--- src/rs_pkg.sv ---
`default_nettype none

package rs_pkg;

    localparam int rs_depth     = 64;
    localparam int rs_window    = 32;   // issue search span starting at head
    localparam int rs_win_bits  = $clog2(rs_window);
    localparam int rs_num_buses = 4;    // alu, mul, div, load

    typedef logic [$clog2(rs_depth)-1:0] rs_ptr_t;
    typedef logic [7:0]  phys_tag_t;
    typedef logic [31:0] inst_num_t;
    typedef logic [31:0] word_t;
    typedef logic [3:0]  alu_op_t;

    // instruction as presented by rename/dispatch
    typedef struct packed {
        inst_num_t inst_num;
        word_t     pc;
        phys_tag_t rd;
        alu_op_t   alu_op;
        logic      src1_sel;
        logic      src2_sel;
        word_t     imm;
        phys_tag_t src1_tag;
        phys_tag_t src2_tag;
        logic      src1_ready;
        logic      src2_ready;
    } rs_dispatch_t;

    // one result broadcast
    typedef struct packed {
        logic      valid;
        phys_tag_t tag;
    } wakeup_t;

    // stored entry, ready bits follow wakeups
    typedef struct packed {
        inst_num_t inst_num;
        word_t     pc;
        phys_tag_t rd;
        alu_op_t   alu_op;
        logic      src1_sel;
        logic      src2_sel;
        word_t     imm;
        phys_tag_t src1_tag;
        phys_tag_t src2_tag;
        logic      src1_ready;
        logic      src2_ready;
    } rs_entry_t;

    typedef struct packed {
        logic      valid;
        inst_num_t inst_num;
        word_t     pc;
        phys_tag_t rd;
        alu_op_t   alu_op;
        logic      src1_sel;
        logic      src2_sel;
        word_t     imm;
        phys_tag_t src1_tag;
        phys_tag_t src2_tag;
    } rs_issue_t;

    // any valid broadcast carrying this tag
    function automatic logic tag_hit(input wakeup_t wk [rs_num_buses], input phys_tag_t tag);
        logic hit;
        hit = 1'b0;
        for (int b = 0; b < rs_num_buses; b++) begin
            hit = hit | (wk[b].valid && (wk[b].tag == tag));
        end
        return hit;
    endfunction

endpackage

`default_nettype wire

--- src/rs_alloc.sv ---
`default_nettype none

module rs_alloc import rs_pkg::*; (
    input  logic         clk,
    input  logic         rst,
    input  logic         flush,
    input  logic         start,
    input  rs_dispatch_t dispatch,
    input  wakeup_t      wakeup [rs_num_buses],
    output logic         wr_en,
    output rs_ptr_t      wr_ptr,
    output rs_entry_t    wr_entry,
    output rs_ptr_t      tail
);

    logic src1_bypass;
    logic src2_bypass;

    // tail wraps naturally at rs_depth
    always_ff @(posedge clk) begin
        if (rst || flush) begin
            tail <= '0;
        end else if (start) begin
            tail <= tail + 1'b1;
        end
    end

    assign wr_en  = start;
    assign wr_ptr = tail;

    // result landing in the dispatch cycle, catch it here
    assign src1_bypass = tag_hit(wakeup, dispatch.src1_tag);
    assign src2_bypass = tag_hit(wakeup, dispatch.src2_tag);

    always_comb begin
        wr_entry.inst_num   = dispatch.inst_num;
        wr_entry.pc         = dispatch.pc;
        wr_entry.rd         = dispatch.rd;
        wr_entry.alu_op     = dispatch.alu_op;
        wr_entry.src1_sel   = dispatch.src1_sel;
        wr_entry.src2_sel   = dispatch.src2_sel;
        wr_entry.imm        = dispatch.imm;
        wr_entry.src1_tag   = dispatch.src1_tag;
        wr_entry.src2_tag   = dispatch.src2_tag;
        wr_entry.src1_ready = dispatch.src1_ready | src1_bypass;
        wr_entry.src2_ready = dispatch.src2_ready | src2_bypass;
    end

endmodule

`default_nettype wire

--- config.mk ---
export PLATFORM = sky130hd
export DESIGN_NAME = rs_alloc
export DESIGN_NICKNAME = d
export VERILOG_FILES = /design/src/rs_pkg.sv /design/src/rs_alloc.sv
export SDC_FILE = /design/constraint.sdc
export NUM_CORES = 1
export LEC_CHECK = 0
export BUFFER_PORTS_ARGS = -buffer_cell sky130_fd_sc_hd__buf_2
export CORE_AREA = 3 3 117 119
export DETAILED_ROUTE_END_ITERATION = 6
export DIE_AREA = 0 0 120 122
export PLACE_DENSITY_LB_ADDON = 0.08
export SLEW_MARGIN = 25
export SYNTH_ARGS = -nofsm -noshare
export SYNTH_HDL_FRONTEND = slang
export SYNTH_SLANG_ARGS = --single-unit
--- constraint.sdc ---
create_clock -name clk -period 1.45 [get_ports clk]
set_clock_uncertainty 0.15 [all_clocks]
set_input_delay 0.2175 -clock clk [delete_from_list [all_inputs] [get_ports clk]]
set_output_delay 0.2175 -clock clk [all_outputs]
set_load 0.02 [all_outputs]
==> results.json <==
{
  "regMostFlops": "tail",
  "vias": 1354,
  "wl_mm": 6.14,
  "final_cell_area_sq_mm": 0.00211,
  "syn2layout_area_growth_pct": 5.45,
  "r2r_start": "tail[0]",
  "firstDrtPassIters": 4,
  "antenna_cells": 0,
  "p_leak_nw": 0.933,
  "tns_ns": -0.500,
  "critical_path_buf_inv_count": 2,
  "via_per_inst": 3.40,
  "path_clk_slew_ns": 0.03,
  "layout-drive-gt1-share": 0.580,
  "core_sq_mm": 0.0127,
  "hpwl_mm": 5.47,
  "vdd_drop_max_uv": 282,
  "stdcell_count": 398,
  "worstHoldEndpoint": "tail[5]",
  "worst_pin_slew_ns": 0.278,
  "start_util": 0.158,
  "reg_top3": "tail (6)",
  "worst-path-max-fanout": 2,
  "num_rows": 41,
  "worstPathArrival_ns": 1.37,
  "place_area_sq_mm": 0.00175,
  "outcome": "complete, but fails checks",
  "critPathKind": "input port to primary output",
  "p_total_mw": 1.17,
  "crit_slowest_cell": "nor4_2",
  "yosysWarnings": 0,
  "ant_nets": 0,
  "hold_violations": 0,
  "cts.path.max_buffers": 2,
  "hold_path.class": "input port to flop",
  "synth_cell_types": 21,
  "cp_top_family": "simple AND/OR/NAND/NOR gates",
  "antenna_found_initial": 0,
  "violations": "setup timing",
  "place_inst": 394,
  "synth_area_sq_mm": 0.00200,
  "worstPathRequired_ns": 1.08,
  "p_comb_frac": 0.479,
  "layout.nets": 397,
  "largest_reg_flops": 6,
  "dieArea_sq_mm": 0.0146,
  "grt_pass1_wl_mm": 8.58,
  "utilization": 0.166,
  "syn_nets": 426,
  "switching_share": 0.312,
  "hold_path_startpoint": "rst",
  "maxSlewViolCount": 0,
  "r2r-end": "tail[5]",
  "htree_levels": 1,
  "slew_headroom": 0.813,
  "p_switching_mw": 0.365,
  "holdBufCountCts": 0,
  "drt_iter0_markers": 25,
  "track_usage": 0.0775,
  "pwr-share-seq": 0.147,
  "dpl_worst_slack_ns": -0.464,
  "grt_pass1_vias": 1445,
  "ys_seq_area_frac": 0.0601,
  "crit_chain": "buf_8, xnor2_2, nand4_1, nor4_2, a31oi_1, nand3_1, buf_6",
  "max_freq_mhz": 574,
  "die_w_um": 120,
  "period_share": 1.20,
  "pin_count": 309,
  "setup_violations": 2,
  "cp-end-kind": "primary output",
  "grt_max_degree": 7,
  "power_density_mw_per_mm2": 554,
  "syn_inst": 257,
  "clkPwrFrac": 0.374,
  "die_h_um": 122,
  "internal_power_mw": 0.803,
  "worst-path-stages": 7,
  "synth_seq_cells": 6,
  "rrSetupSlack_ns": 0.17,
  "io_buffers": 88,
  "drc": 0,
  "gp_congestion": 0.678,
  "wl_per_cell_um": 15.4,
  "rsz0062_at_grt": "yes",
  "cpPeakStageDelay_ns": 0.29,
  "numCtsBuffers": 3,
  "timing.final.ws_setup_ns": -0.292,
  "clkLatencyLatePin_ns": 0.22,
  "avgSynthCellArea_sq_um": 7.77,
  "clkSinkCount": 6,
  "period_minus_slack_ns": 1.74,
  "hold_slack_ns": 0.188,
  "startpoint_type": "input port",
  "r2r_cells": 3,
  "cts_tree": "done",
  "cts_root_buf": "clkbuf_16",
  "overflow": 0,
  "max-cap-violations": 0,
  "whs_path_depth": 3
}
==> final cells by class <==
cell class / instances / area, sq um
clock buffers: 3 / 75.1
fillers: 1489 / 10600
multi-input cells: 111 / 1010
flip-flops and latches: 6 / 120
well taps: 172 / 215
repair buffers: 106 / 687
==> synthesized netlist by cell type (all sizes together) <==
cell type,number,area share
or3,1,0.0031
xnor2,39,0.17
buf,138,0.51
nand4,10,0.034
dfxtp,6,0.060
nor4,6,0.019
nor2,5,0.0094
clkbuf,2,0.0044
xor2,29,0.13
nand2,4,0.0075
ha,1,0.0063
nand3,4,0.010
mux2i,1,0.0050
o21ai,1,0.0025
a31oi,4,0.013
or2,1,0.0031
a21oi,1,0.0025
nor3,4,0.010
==> tightest hold or removal path, delay by kind of cell <==
family                 cells  cell delay, ns
buffers and inverters      1            0.07
AO/OA/AOI/OAI              1            0.05
AND/OR/NAND/NOR            1            0.17
==> metal layers <==
layer  up-vias  track usage  routed length [um]
met5         -            0                   0
met4         0       0.0458                 345
met3        52       0.0167                 459
met2        82        0.135                3040
met1       589       0.0871                2290
li1        631            -                   -
==> cell usage in the layout, fill, tap and decap left out <==
| cell | instances |
|---|---|
| xnor2_4 | 2 |
| nor2_1 | 5 |
| nor4_2 | 5 |
| o21ai_0 | 1 |
| nor3_1 | 4 |
| nor4_1 | 1 |
| or3_1 | 1 |
| nand4_2 | 1 |
| nand4_1 | 9 |
| mux2i_1 | 1 |
| xnor2_2 | 12 |
| buf_6 | 11 |
| nand3_1 | 3 |
| buf_2 | 73 |
| buf_12 | 2 |
| a21oi_1 | 1 |
| a31oi_1 | 4 |
| ha_1 | 1 |
| or2_2 | 1 |
| clkbuf_16 | 3 |
| nand3_2 | 1 |
| buf_8 | 1 |
| dfxtp_1 | 6 |
| nand2_1 | 4 |
| xnor2_1 | 25 |
| buf_4 | 19 |
| xor2_1 | 29 |
==> logic make-up after synthesis <==
group	count (synthesis)	share of synthesized area
mux	1	0.00501
buf+inv	140	0.517
flops	6	0.0601
xor+xnor	68	0.298
compound gates	6	0.0175
fa+ha+maj	1	0.00626
simple gates	35	0.0964
==> power by group through the flow <==
stage	Sequential (mW)	Clock [mW]	Combinational, mW
detailed placement	0.174	0	0.478
finish	0.171	0.437	0.560
floorplan	0.176	0	0.702
CTS	0.171	0.449	0.538
global route	0.171	0.457	0.607
global placement	0.173	0	0.487
==> how the worst max path moves through the flow <==
stage,from,to,slack [ns]
floorplan,dispatch[11],wr_entry[1],0.03
detailed placement,wakeup[10],wr_entry[1],-0.46
global route,wakeup[18],wr_entry[1],-0.36
finish,wakeup[21],wr_entry[1],-0.29
global placement,wakeup[10],wr_entry[1],-0.48
CTS,wakeup[10],wr_entry[1],-0.41
==> timing repair <==
| item | in CTS | in global routing |
|---|---|---|
| setup buffers | 1 | 0 |
| pin swaps | 15 | 13 |
| gates resized for setup | 32 | 28 |
| setup endpoints to repair | 2 | 2 |
Power figures use the tool's default switching activity.
